===== config.mk =====
export PLATFORM = sky130hd
export DESIGN_NAME = axi4l_reg_top
export DESIGN_NICKNAME = d
export VERILOG_FILES = /design/src/hdl/axi4l_pkg.sv /design/src/hdl/bus_intf.sv /design/src/hdl/axi4l_intf.sv /design/src/hdl/axi4l_reg_top.sv /design/src/hdl/bus_reg_block.sv /design/src/hdl/bus_pipe.sv /design/src/hdl/axi4l_to_bus_adapter.sv
export VERILOG_INCLUDE_DIRS = /design/src /design/src/hdl
export SDC_FILE = /design/constraint.sdc
export NUM_CORES = 1
export LEC_CHECK = 0
export ABC_AREA = 1
export BUFFER_PORTS_ARGS = -buffer_cell sky130_fd_sc_hd__buf_4
export CAP_MARGIN = 5
export CORE_UTILIZATION = 60
export CTS_CLUSTER_SIZE = 8
export DETAILED_ROUTE_END_ITERATION = 8
export PLACE_DENSITY_LB_ADDON = 0.25
export SLEW_MARGIN = 30
export SYNTH_ARGS = -nofsm -noshare
export SYNTH_HDL_FRONTEND = slang
export SYNTH_SLANG_ARGS = --single-unit

===== constraint.sdc =====
create_clock -name clk -period 3.9 [get_ports clk]
set_input_delay 0.195 -clock clk [delete_from_list [all_inputs] [get_ports clk]]
set_output_delay 0.195 -clock clk [all_outputs]
set_load 0.01 [all_outputs]

===== src/hdl/axi4l_consts.svh =====
// Sizes are fixed at compile time and REG_COUNT * DATA_BYTE_WID must stay below 2**ADDR_WID
`ifndef AXI4L_CONSTS_SVH
`define AXI4L_CONSTS_SVH

// Byte address width on AW and AR
`define AXI4L_ADDR_WID 8

// Data path width in bytes, one strobe bit per byte
`define AXI4L_DATA_BYTE_WID 4

// Registers in the block, each one data word wide
`define AXI4L_REG_COUNT 16

`endif

===== src/hdl/axi4l_pkg.sv =====
// Payload layouts follow the consts header; EXOKAY and DECERR exist only as encodings
`default_nettype none

`include "axi4l_consts.svh"

package axi4l_pkg;

    // AXI response codes
    typedef enum logic [1:0] {
        OKAY   = 2'b00,
        EXOKAY = 2'b01,
        SLVERR = 2'b10,
        DECERR = 2'b11
    } resp_t;

    // Write response state of the register block
    typedef enum logic {
        WR_IDLE = 1'b0,
        WR_RESP = 1'b1
    } wr_state_t;

    // Shared by AW and AR
    typedef struct packed {
        logic [2:0]                  prot;
        logic [`AXI4L_ADDR_WID-1:0]  addr;
    } ax_payload_t;

    typedef struct packed {
        logic [`AXI4L_DATA_BYTE_WID*8-1:0] data;
        logic [`AXI4L_DATA_BYTE_WID-1:0]   strb;
    } w_payload_t;

    typedef struct packed {
        resp_t resp;
    } b_payload_t;

    typedef struct packed {
        logic [`AXI4L_DATA_BYTE_WID*8-1:0] data;
        resp_t                             resp;
    } r_payload_t;

endpackage : axi4l_pkg

`default_nettype wire


===== src/hdl/bus_intf.sv =====
// Payload is opaque here; both ends must agree on DATA_WID and its packing
`default_nettype none

interface bus_intf #(
    parameter int DATA_WID = 8
) (
    input wire logic clk,
    input wire logic arst_n
);
    logic                valid;
    logic                ready;
    logic [DATA_WID-1:0] data;

    // Sender holds valid and data until the cycle where ready is also high
    modport tx (
        input  clk,
        input  arst_n,
        output valid,
        output data,
        input  ready
    );

    modport rx (
        input  clk,
        input  arst_n,
        input  valid,
        input  data,
        output ready
    );

endinterface : bus_intf

`default_nettype wire


===== src/hdl/axi4l_intf.sv =====
// AXI4-Lite with no ID, user or exclusive signals; responses are raw 2-bit codes
`default_nettype none

`include "axi4l_consts.svh"

interface axi4l_intf #(
    parameter int ADDR_WID      = `AXI4L_ADDR_WID,
    parameter int DATA_BYTE_WID = `AXI4L_DATA_BYTE_WID
) (
    input wire logic clk,
    input wire logic arst_n
);
    localparam int DATA_WID = DATA_BYTE_WID * 8;

    // Write address
    logic                     awvalid;
    logic                     awready;
    logic [ADDR_WID-1:0]      awaddr;
    logic [2:0]               awprot;

    // Write data
    logic                     wvalid;
    logic                     wready;
    logic [DATA_WID-1:0]      wdata;
    logic [DATA_BYTE_WID-1:0] wstrb;

    // Write response
    logic                     bvalid;
    logic                     bready;
    logic [1:0]               bresp;

    // Read address
    logic                     arvalid;
    logic                     arready;
    logic [ADDR_WID-1:0]      araddr;
    logic [2:0]               arprot;

    // Read data
    logic                     rvalid;
    logic                     rready;
    logic [DATA_WID-1:0]      rdata;
    logic [1:0]               rresp;

    modport controller (
        input  clk, arst_n,
        output awvalid, awaddr, awprot, input  awready,
        output wvalid, wdata, wstrb,    input  wready,
        input  bvalid, bresp,           output bready,
        output arvalid, araddr, arprot, input  arready,
        input  rvalid, rdata, rresp,    output rready
    );

    modport peripheral (
        input  clk, arst_n,
        input  awvalid, awaddr, awprot, output awready,
        input  wvalid, wdata, wstrb,    output wready,
        output bvalid, bresp,           input  bready,
        input  arvalid, araddr, arprot, output arready,
        output rvalid, rdata, rresp,    input  rready
    );

endinterface : axi4l_intf

`default_nettype wire


===== src/hdl/axi4l_reg_top.sv =====
// Single clock domain; minimum request-to-response latency is three cycles per channel
`default_nettype none

`include "axi4l_consts.svh"

module axi4l_reg_top
    import axi4l_pkg::*;
(
    input  wire logic                                clk,
    input  wire logic                                arst_n,
    input  wire logic                                awvalid,
    output logic                                     awready,
    input  wire logic [`AXI4L_ADDR_WID-1:0]          awaddr,
    input  wire logic [2:0]                          awprot,
    input  wire logic                                wvalid,
    output logic                                     wready,
    input  wire logic [`AXI4L_DATA_BYTE_WID*8-1:0]   wdata,
    input  wire logic [`AXI4L_DATA_BYTE_WID-1:0]     wstrb,
    output logic                                     bvalid,
    input  wire logic                                bready,
    output resp_t                                    bresp,
    input  wire logic                                arvalid,
    output logic                                     arready,
    input  wire logic [`AXI4L_ADDR_WID-1:0]          araddr,
    input  wire logic [2:0]                          arprot,
    output logic                                     rvalid,
    input  wire logic                                rready,
    output logic [`AXI4L_DATA_BYTE_WID*8-1:0]        rdata,
    output resp_t                                    rresp
);
    axi4l_intf #(
        .ADDR_WID      (`AXI4L_ADDR_WID),
        .DATA_BYTE_WID (`AXI4L_DATA_BYTE_WID)
    ) axi_if (.clk(clk), .arst_n(arst_n));

    // Controller side of the interface comes from the ports
    assign axi_if.awvalid = awvalid;
    assign axi_if.awaddr  = awaddr;
    assign axi_if.awprot  = awprot;
    assign axi_if.wvalid  = wvalid;
    assign axi_if.wdata   = wdata;
    assign axi_if.wstrb   = wstrb;
    assign axi_if.bready  = bready;
    assign axi_if.arvalid = arvalid;
    assign axi_if.araddr  = araddr;
    assign axi_if.arprot  = arprot;
    assign axi_if.rready  = rready;

    assign awready = axi_if.awready;
    assign wready  = axi_if.wready;
    assign bvalid  = axi_if.bvalid;
    assign bresp   = resp_t'(axi_if.bresp);
    assign arready = axi_if.arready;
    assign rvalid  = axi_if.rvalid;
    assign rdata   = axi_if.rdata;
    assign rresp   = resp_t'(axi_if.rresp);

    // Adapter side and register block side of each slice
    bus_intf #(.DATA_WID($bits(ax_payload_t))) aw_adp_if (.clk(clk), .arst_n(arst_n));
    bus_intf #(.DATA_WID($bits(ax_payload_t))) aw_blk_if (.clk(clk), .arst_n(arst_n));
    bus_intf #(.DATA_WID($bits(w_payload_t)))  w_adp_if  (.clk(clk), .arst_n(arst_n));
    bus_intf #(.DATA_WID($bits(w_payload_t)))  w_blk_if  (.clk(clk), .arst_n(arst_n));
    bus_intf #(.DATA_WID($bits(ax_payload_t))) ar_adp_if (.clk(clk), .arst_n(arst_n));
    bus_intf #(.DATA_WID($bits(ax_payload_t))) ar_blk_if (.clk(clk), .arst_n(arst_n));
    bus_intf #(.DATA_WID($bits(b_payload_t)))  b_adp_if  (.clk(clk), .arst_n(arst_n));
    bus_intf #(.DATA_WID($bits(b_payload_t)))  b_blk_if  (.clk(clk), .arst_n(arst_n));
    bus_intf #(.DATA_WID($bits(r_payload_t)))  r_adp_if  (.clk(clk), .arst_n(arst_n));
    bus_intf #(.DATA_WID($bits(r_payload_t)))  r_blk_if  (.clk(clk), .arst_n(arst_n));

    axi4l_to_bus_adapter u_adapter (
        .axi4l_if  (axi_if),
        .aw_bus_if (aw_adp_if),
        .w_bus_if  (w_adp_if),
        .ar_bus_if (ar_adp_if),
        .b_bus_if  (b_adp_if),
        .r_bus_if  (r_adp_if)
    );

    // Requests flow toward the block, responses flow back
    bus_pipe #(.DATA_WID($bits(ax_payload_t))) u_aw_pipe (.in_if(aw_adp_if), .out_if(aw_blk_if));
    bus_pipe #(.DATA_WID($bits(w_payload_t)))  u_w_pipe  (.in_if(w_adp_if),  .out_if(w_blk_if));
    bus_pipe #(.DATA_WID($bits(ax_payload_t))) u_ar_pipe (.in_if(ar_adp_if), .out_if(ar_blk_if));
    bus_pipe #(.DATA_WID($bits(b_payload_t)))  u_b_pipe  (.in_if(b_blk_if),  .out_if(b_adp_if));
    bus_pipe #(.DATA_WID($bits(r_payload_t)))  u_r_pipe  (.in_if(r_blk_if),  .out_if(r_adp_if));

    bus_reg_block u_reg_block (
        .aw_if (aw_blk_if),
        .w_if  (w_blk_if),
        .ar_if (ar_blk_if),
        .b_if  (b_blk_if),
        .r_if  (r_blk_if)
    );

endmodule : axi4l_reg_top

`default_nettype wire


===== src/hdl/bus_reg_block.sv =====
// Registers reset to zero; protection bits are accepted and ignored
`default_nettype none

`include "axi4l_consts.svh"

module bus_reg_block
    import axi4l_pkg::*;
(
    bus_intf.rx aw_if,
    bus_intf.rx w_if,
    bus_intf.rx ar_if,
    bus_intf.tx b_if,
    bus_intf.tx r_if
);
    localparam int REG_COUNT  = `AXI4L_REG_COUNT;
    localparam int BYTE_WID   = `AXI4L_DATA_BYTE_WID;
    localparam int DATA_WID   = BYTE_WID * 8;
    localparam int OFS_WID    = $clog2(BYTE_WID);
    localparam int IDX_WID    = $clog2(REG_COUNT);
    localparam int ADDR_LIMIT = REG_COUNT * BYTE_WID;

    ax_payload_t         aw_pl;
    w_payload_t          w_pl;
    ax_payload_t         ar_pl;
    b_payload_t          b_pl;
    r_payload_t          r_pl;

    logic [DATA_WID-1:0] regs [REG_COUNT];

    // Write side
    wr_state_t           wr_state;
    resp_t               b_resp;
    logic                wr_fire;
    logic                wr_ok;
    logic [IDX_WID-1:0]  wr_idx;

    // Read side
    logic                r_valid;
    logic [DATA_WID-1:0] r_data;
    resp_t               r_resp;
    logic                rd_fire;
    logic                rd_ok;
    logic [IDX_WID-1:0]  rd_idx;

    // Word-aligned and inside the register window
    function automatic logic addr_ok(input logic [`AXI4L_ADDR_WID-1:0] addr);
        return (addr[OFS_WID-1:0] == '0) && (addr < ADDR_LIMIT);
    endfunction

    assign aw_pl = aw_if.data;
    assign w_pl  = w_if.data;
    assign ar_pl = ar_if.data;

    // AW and W are taken together, one write in flight at a time
    assign wr_fire     = aw_if.valid && w_if.valid && (wr_state == WR_IDLE);
    assign aw_if.ready = wr_fire;
    assign w_if.ready  = wr_fire;
    assign wr_ok       = addr_ok(aw_pl.addr);
    assign wr_idx      = aw_pl.addr[OFS_WID +: IDX_WID];

    always_ff @(posedge aw_if.clk or negedge aw_if.arst_n) begin
        if (!aw_if.arst_n) begin
            wr_state <= WR_IDLE;
        end else begin
            case (wr_state)
                WR_IDLE: begin
                    if (wr_fire) begin
                        wr_state <= WR_RESP;
                    end
                end
                WR_RESP: begin
                    if (b_if.ready) begin
                        wr_state <= WR_IDLE;
                    end
                end
                default: wr_state <= WR_IDLE;
            endcase
        end
    end

    always_ff @(posedge aw_if.clk or negedge aw_if.arst_n) begin
        if (!aw_if.arst_n) begin
            for (int i = 0; i < REG_COUNT; i++) begin
                regs[i] <= '0;
            end
        end else if (wr_fire && wr_ok) begin
            // Merge only the strobed bytes
            for (int b = 0; b < BYTE_WID; b++) begin
                if (w_pl.strb[b]) begin
                    regs[wr_idx][8*b +: 8] <= w_pl.data[8*b +: 8];
                end
            end
        end
    end

    always_ff @(posedge aw_if.clk) begin
        if (wr_fire) begin
            b_resp <= wr_ok ? OKAY : SLVERR;
        end
    end

    assign b_pl.resp  = b_resp;
    assign b_if.valid = (wr_state == WR_RESP);
    assign b_if.data  = b_pl;

    // Single R slot, refilled in the cycle it is taken
    assign ar_if.ready = !r_valid || r_if.ready;
    assign rd_fire     = ar_if.valid && ar_if.ready;
    assign rd_ok       = addr_ok(ar_pl.addr);
    assign rd_idx      = ar_pl.addr[OFS_WID +: IDX_WID];

    always_ff @(posedge ar_if.clk or negedge ar_if.arst_n) begin
        if (!ar_if.arst_n) begin
            r_valid <= 1'b0;
        end else if (rd_fire) begin
            r_valid <= 1'b1;
        end else if (r_if.ready) begin
            r_valid <= 1'b0;
        end
    end

    always_ff @(posedge ar_if.clk) begin
        if (rd_fire) begin
            r_data <= rd_ok ? regs[rd_idx] : '0;
            r_resp <= rd_ok ? OKAY : SLVERR;
        end
    end

    assign r_pl.data  = r_data;
    assign r_pl.resp  = r_resp;
    assign r_if.valid = r_valid;
    assign r_if.data  = r_pl;

endmodule : bus_reg_block

`default_nettype wire


===== src/hdl/bus_pipe.sv =====
// Adds one cycle of latency at full throughput; input ready is low during reset
`default_nettype none

module bus_pipe #(
    parameter int DATA_WID = 8
) (
    bus_intf.rx in_if,
    bus_intf.tx out_if
);
    // Main entry drives the output, skid entry catches the item in flight
    logic                main_valid;
    logic [DATA_WID-1:0] main_data;
    logic                skid_valid;
    logic [DATA_WID-1:0] skid_data;
    logic                in_ready;

    logic                in_fire;
    logic                main_free;
    logic                main_valid_nxt;
    logic                skid_valid_nxt;

    assign in_fire = in_if.valid && in_ready;

    // Main is free when empty or being emptied this cycle
    assign main_free = !main_valid || out_if.ready;

    always_comb begin
        main_valid_nxt = main_valid;
        skid_valid_nxt = skid_valid;
        if (main_free) begin
            // Skid drains first, so order is kept
            main_valid_nxt = skid_valid || in_fire;
            skid_valid_nxt = 1'b0;
        end else if (in_fire) begin
            skid_valid_nxt = 1'b1;
        end
    end

    always_ff @(posedge in_if.clk or negedge in_if.arst_n) begin
        if (!in_if.arst_n) begin
            main_valid <= 1'b0;
            skid_valid <= 1'b0;
            in_ready   <= 1'b0;
        end else begin
            main_valid <= main_valid_nxt;
            skid_valid <= skid_valid_nxt;
            // Registered, never a function of out_if.ready in the same cycle
            in_ready   <= !skid_valid_nxt;
        end
    end

    always_ff @(posedge in_if.clk) begin
        if (main_free) begin
            main_data <= skid_valid ? skid_data : in_if.data;
        end else if (in_fire) begin
            skid_data <= in_if.data;
        end
    end

    assign in_if.ready  = in_ready;
    assign out_if.valid = main_valid;
    assign out_if.data  = main_data;

endmodule : bus_pipe

`default_nettype wire


===== src/hdl/axi4l_to_bus_adapter.sv =====
// Purely combinational; bus widths must equal the payload struct widths from axi4l_pkg
`default_nettype none

module axi4l_to_bus_adapter
    import axi4l_pkg::*;
(
    // AXI4-Lite side, from the controller
    axi4l_intf.peripheral axi4l_if,

    // Request buses toward the register block
    bus_intf.tx           aw_bus_if,
    bus_intf.tx           w_bus_if,
    bus_intf.tx           ar_bus_if,

    // Response buses back from the register block
    bus_intf.rx           b_bus_if,
    bus_intf.rx           r_bus_if
);
    ax_payload_t aw_payload;
    w_payload_t  w_payload;
    ax_payload_t ar_payload;
    b_payload_t  b_payload;
    r_payload_t  r_payload;

    // Pack the request channels
    assign aw_payload.addr = axi4l_if.awaddr;
    assign aw_payload.prot = axi4l_if.awprot;

    assign w_payload.data  = axi4l_if.wdata;
    assign w_payload.strb  = axi4l_if.wstrb;

    assign ar_payload.addr = axi4l_if.araddr;
    assign ar_payload.prot = axi4l_if.arprot;

    // Write address
    assign aw_bus_if.valid = axi4l_if.awvalid;
    assign aw_bus_if.data  = aw_payload;
    assign axi4l_if.awready = aw_bus_if.ready;

    // Write data
    assign w_bus_if.valid = axi4l_if.wvalid;
    assign w_bus_if.data  = w_payload;
    assign axi4l_if.wready = w_bus_if.ready;

    // Read address
    assign ar_bus_if.valid = axi4l_if.arvalid;
    assign ar_bus_if.data  = ar_payload;
    assign axi4l_if.arready = ar_bus_if.ready;

    // Unpack the response buses
    assign b_payload = b_bus_if.data;
    assign r_payload = r_bus_if.data;

    // Write response
    assign axi4l_if.bvalid = b_bus_if.valid;
    assign axi4l_if.bresp  = b_payload.resp;
    assign b_bus_if.ready  = axi4l_if.bready;

    // Read data
    assign axi4l_if.rvalid = r_bus_if.valid;
    assign axi4l_if.rdata  = r_payload.data;
    assign axi4l_if.rresp  = r_payload.resp;
    assign r_bus_if.ready  = axi4l_if.rready;

endmodule : axi4l_to_bus_adapter

`default_nettype wire


==> results of run 1 <==
## critical path, delay by kind of cell (launching register included)
kind,cells,cell delay [ns]
and+or+nand+nor,5,2.01
DFF,1,0.37
AOI/OAI and AO/OA,1,0.20
## per-layer routing
metal  vias to the layer above  part of all wire (%)
li1                      12400                     -
met1                     12300                    42
met2                      1107                    46
met3                       179                   8.4
met4                         0                   3.2
met5                         -                     0
## worst paths after layout
kind                                               start                     end  slack (ns)
worst max register to register  u_aw_pipe.out_if.data[1]    u_reg_block.regs[27]        1.12
max in group asynchronous                         arst_n   u_reg_block.regs[391]        2.71
worst min-delay path                              arst_n    u_reg_block.regs[55]        0.02
worst max-delay path            u_aw_pipe.out_if.data[1]    u_reg_block.regs[27]        1.12
worst min register to register    u_reg_block.r_data[28]  u_r_pipe.skid_data[30]        0.45
min in group clk                                  rready   u_r_pipe.out_if.valid        0.21
## report_power, final
group | internal [W] | switching [W]
Clock | 0.00482 | 0.00315
Sequential | 0.0100 | 0.00124
Combinational | 0.00168 | 0.00414
Total | 0.0165 | 0.00853
## state kept, by name (all words and copies together) (netlist names), 8 cells and up
name / flops
u_aw_pipe.out_if.data: 8
u_w_pipe.out_if.data: 36
u_ar_pipe.out_if.data: 8
u_r_pipe.skid_data: 33
u_w_pipe.skid_data: 36
u_reg_block.r_data: 32
u_r_pipe.out_if.data: 33
u_ar_pipe.skid_data: 8
u_reg_block.regs: 512
u_aw_pipe.skid_data: 8
## cell type report
class | count | area (um^2)
inverters | 402 | 1520
multi-input cells | 2495 | 10700
clock inverters | 3 | 48.8
flip-flops and latches | 735 | 19400
clock buffers | 151 | 2780
well taps | 696 | 871
fillers | 4203 | 16600
repair buffers | 199 | 1850
## logic make-up after synthesis
kind of cell | after synthesis | share of synthesized area [%]
and+or+nand+nor | 1924 | 24.1
other | 1 | 0.0115
muxes | 1 | 0.0345
AOI/OAI and AO/OA | 568 | 8.70
DFF | 735 | 59.5
buffers and inverters | 644 | 7.74
## what timing repair did
item | in CTS | in global routing
endpoints found under the setup margin | 0 | 0
hold buffers | 57 | 0
setup buffers | 0 | 0
hold endpoints to repair | 213 | 0
## cells in the final DEF (no fill, tap or decap), drive strengths merged, types with 2 or more instances in the layout
cell type	instances
edfxtp	206
nand4	42
nand3	343
dlygate4sd3	57
a21oi	37
dfrtp	529
clkbuf	151
clkinv	5
conb	2
nor2	94
inv	400
o21ai	531
buf	142
nand2	1444
## stage by stage
step / util, % / instance area (um^2)
after floorplan: - / 32700
after global placement: 62.7 / 33800
after detailed placement: 62.8 / 33800
after CTS: 69.1 / 37200
after global routing: 69.2 / 37200
final: 69.2 / 37200
==> metrics.cfg, run 1 <==
[sta]
fmax_mhz = 360
finClkSkew_ns = 0.0248
tightest_slew_ns = 0.988
finalSetupTns_ns = 0
maxSlewHeadroom_pct = 34.0
holdWs_ns = 0.0202
period_needed_ns = 2.78
slew_viol_final = 0
finalHoldViolCount = 0
finalSetupViolCount = 0
fin_ws_ns = 1.12
rsz0062_at_grt = false
finalCritPeriodShare_pct = 71.3

[critical_path]
critPathLaunchType = register
crit_type = reg -> reg
worstPathRequired_ns = 4.37
crit_fanout = 25
cp-end-kind = register
crit_arrival_ns = 3.25
rr_worst_depth = 6
cp_slowest_cell = nor3_2
critical_path.max_stage_delay_ns = 0.76
worstPathCellList = nor2_1, nand2_1, nor2_4, nand2_4, nor3_2, o21ai_0

[finish]
layout-area-overhead-vs-synth_pct = 14.0
fin_cells = 4681
layout.nets = 3999
drive_above_1_share_pct = 6.98
antennaDiodeCount = 0

[routing]
drc = 0
drt.antenna.violating_nets = 0
via_count = 26000
avgRoutedWirePerCell_um = 17.6
drtPass1Iterations = 6
routed_via_density = 5.54
drtIter0Drc = 2804
drt_wl_total_mm = 82.5

[placement]
port-buffer-count = 97
post-place-cells = 4468
dpl.hpwl_mm = 47.2
pre_cts_ws_ns = 1.05
gp_congestion = 0.834

[logic_synthesis]
synth_async_sr_flop_share_pct = 72.0
synth_common_cells = 1443 x nand2_1, 531 x o21ai_0, 529 x dfrtp_1
yosys.area.top_type = dfrtp_1
synth.avg_cell_area_um2 = 8.43
synthTopCellsByArea = dfrtp_1 41%, edfxtp_1 19%, nand2_1 17%, o21ai_0 8.1%, nand3_1 5.2%
synth_edf_count = 206
ys_seq_area_share_pct = 59.5
yosysWarnings = 0
yosysMostFrequentCell = nand2_1
syn_area_um2 = 32700
synth_seq_cells = 735
synth_top_area_share_pct = 40.5
ys.flop_type = dfrtp_1
synthDistinctLibCells = 24
netlist_instances = 3873

[grt]
grt_pass1_wl_mm = 134
grt-ovfl-total = 0
grt_max_degree = 159
grt_pass1_vias = 25100
antenna_found_initial = 0
use_met1_pct = 42.4
grtUsageMet2_pct = 48.2
use_met3_pct = 5.02
busiest_layer = met2
grt.total_usage_pct = 30.6

[die]
core_um2 = 53800
row_count = 85
initial_core_util_pct = 60.7
fp.dieH_um = 235
die_w_um = 235
io_pins = 106
dieArea_um2 = 55400

[clocking]
post_cts.resized_instances = 0
cts-root-buf = clkbuf_16
cts_tree = yes
h-tree-depth = 3
cts_sinks = 735
clock_path_buffers = 3
clkLatencyLatePin_ns = 0.65
numCtsBuffers = 101
cts.clk_slew.worst_paths_ns = 0.06

[power]
power_per_cell_area_nw_per_um2 = 673
cellLeakagePower_nw = 16.9
ir_drop_mv = 0.447
total_power_w = 0.0251

[job]
drv_cap = 0

[run_status]
status = complete, no violations

[min_path]
min_path_type = in -> async

Power figures use the tool's default switching activity.
==> run 2, diff against run 1 <==
- CORE_UTILIZATION: 60 -> 56
- clock period: 3.9 -> 2.3 ns (I/O delays scaled with it)
==> run 2 against run 1 <==
Against the previous run: critical path depth increased by 1; clock-buffer cell count increased by 3; clock skew increased by 0.0060 ns; sequential power increased by 70%; via count increased by 0.77%; sequential share of layout area decreased by 1.2 points; design area increased by 2.3%; register-to-register slack got worse by 0.85 ns; sequential cell count unchanged; final cell count increased by 3.2%; setup slack got worse by 0.85 ns.
==> metrics.cfg, run 2 (synthesis gave the netlist of run 1 again) <==
[finish]
antennaDiodeCount = 0
post-route-util_pct = 66.0
layout.nets = 4076
final_common_cell = nand2_1
top_register = u_reg_block.regs
drive_above_1_share_pct = 8.58
design_area_um2 = 38100
final_cell_mix = 1442 x nand2_1, 531 x o21ai_0, 529 x dfrtp_1
fin_cells = 4833
largest_reg_flops = 512
layout-area-overhead-vs-synth_pct = 16.6

[clocking]
cts_sinks = 735
postCtsHoldBufs = 58
post_cts.resized_instances = 0
clock_path_buffers = 3
cts_tree = yes
h-tree-depth = 3
cts-root-buf = clkbuf_16
numCtsBuffers = 101
clkLatencyLatePin_ns = 0.66
cts.clk_slew.worst_paths_ns = 0.05
post-cts-setup-buffer-count = 0

[critical_path]
cp_slowest_cell = nand4_2
crit_arrival_ns = 2.55
r2r-start = u_reg_block.b_if.valid
worstPathCellList = inv_1, nand3_2, nor2_4, buf_12, nand4_2, nand2_1, o21ai_0
critPathTopFamily = simple AND/OR/NAND/NOR gates
cp_num_cells = 7
cp-end-kind = register
worstPathRequired_ns = 2.81
crit_start = u_reg_block.b_if.valid
crit_type = reg -> reg
crit_fanout = 27
rr_worst_depth = 7
critical_path.max_stage_delay_ns = 0.42
critPathLaunchType = register
worst-path-buf-inv = 2

[die]
initial_core_util_pct = 56.6
dieArea_um2 = 59300
io_pins = 106
fp.dieH_um = 244
core_um2 = 57700
die_w_um = 244
row_count = 88

[sta]
finClkSkew_ns = 0.0308
finalCritPeriodShare_pct = 88.3
finalHoldViolCount = 0
tightest_slew_ns = 0.941
finalSetupTns_ns = 0
fin_ws_ns = 0.270
slew_viol_final = 0
fmax_mhz = 492
finalSetupViolCount = 0
maxSlewHeadroom_pct = 37.2
rsz0062_at_grt = false
period_needed_ns = 2.03

[grt]
use_met3_pct = 4.31
grt_pass1_vias = 24900
grt_max_degree = 100
grt.total_usage_pct = 29.0
grt-ovfl-total = 0
busiest_layer = met2
use_met1_pct = 41.8
grt_pass1_wl_mm = 136
grtUsageMet2_pct = 45.2
antenna_found_initial = 0

[routing]
drtIter0Drc = 3007
drtPass1Iterations = 6
routed_via_density = 5.41
avgRoutedWirePerCell_um = 17.3
drc = 0
via_count = 26200
drt.antenna.violating_nets = 0
drt_wl_total_mm = 83.7

[placement]
pre_cts_ws_ns = 0.336
post-place-cells = 4615
dpl.hpwl_mm = 50.4
port-buffer-count = 97
place_area_um2 = 34700
gp_congestion = 0.837

[power]
cellLeakagePower_nw = 17.3
ir_drop_mv = 0.803
power_per_cell_area_nw_per_um2 = 1130

[run_status]
status = complete, no violations

[job]
drv_cap = 0

[min_path]
min_path_type = in -> async

[run 2: cell count changes in the layout (fill, tap and decap cells not counted), moves of 2 or more]
cell and delta:
buf_4 +61, buf_12 +18, clkbuf_1 +5, nor2_2 -5
nor2_1 +4, buf_16 -3, clkbuf_16 -2, inv_6 +2
[run 2: area by class of cell]
type	instances	area, um^2
Clock buffer	154	2750
Fill cell	4682	19600
Sequential cell	735	19400
Timing Repair Buffer	276	2600
Tap cell	765	957
Multi-Input combinational cell	2495	10700
Inverter	402	1520
Clock inverter	6	100
[run 2: path summary, 6_finish.rpt]
kind / to / slack [ns]
max: u_reg_block.regs[304] / 0.27
min: u_reg_block.regs[355] / 0.06
max reg2reg: u_reg_block.regs[304] / 0.27
min reg2reg: u_b_pipe.skid_data[1] / 0.45
max in group asynchronous: u_reg_block.regs[265] / 1.00
min in group clk: u_w_pipe.skid_data[16] / 0.18
[run 2: metrics by stage]
stage               power [W]  hold WS [ns]
floorplan              0.0249        -0.181
finish                 0.0429        0.0642
CTS                    0.0430        0.0437
global placement       0.0289       -0.0191
detailed placement     0.0292       -0.0185
global route           0.0452        0.0837
[run 2: layer usage]
metal / wire (um) / vias to the layer above
li1: - / 12600
met3: 6070 / 135
met5: 0 / -
met4: 2300 / 0
met1: 36800 / 12400
met2: 38500 / 1022
[run 2: power breakdown]
group,switching (W),internal [W]
logic,0.00702,0.00309
registers,0.00219,0.0170
clock network,0.00549,0.00811
[run 2: worst register-to-register path, stage by stage (launching register included)]
cell and delay [ns]:
dfrtp_1 0.40, inv_1 0.09, nand3_2 0.13, nor2_4 0.29
buf_12 0.23, nand4_2 0.44, nand2_1 0.21, o21ai_0 0.12
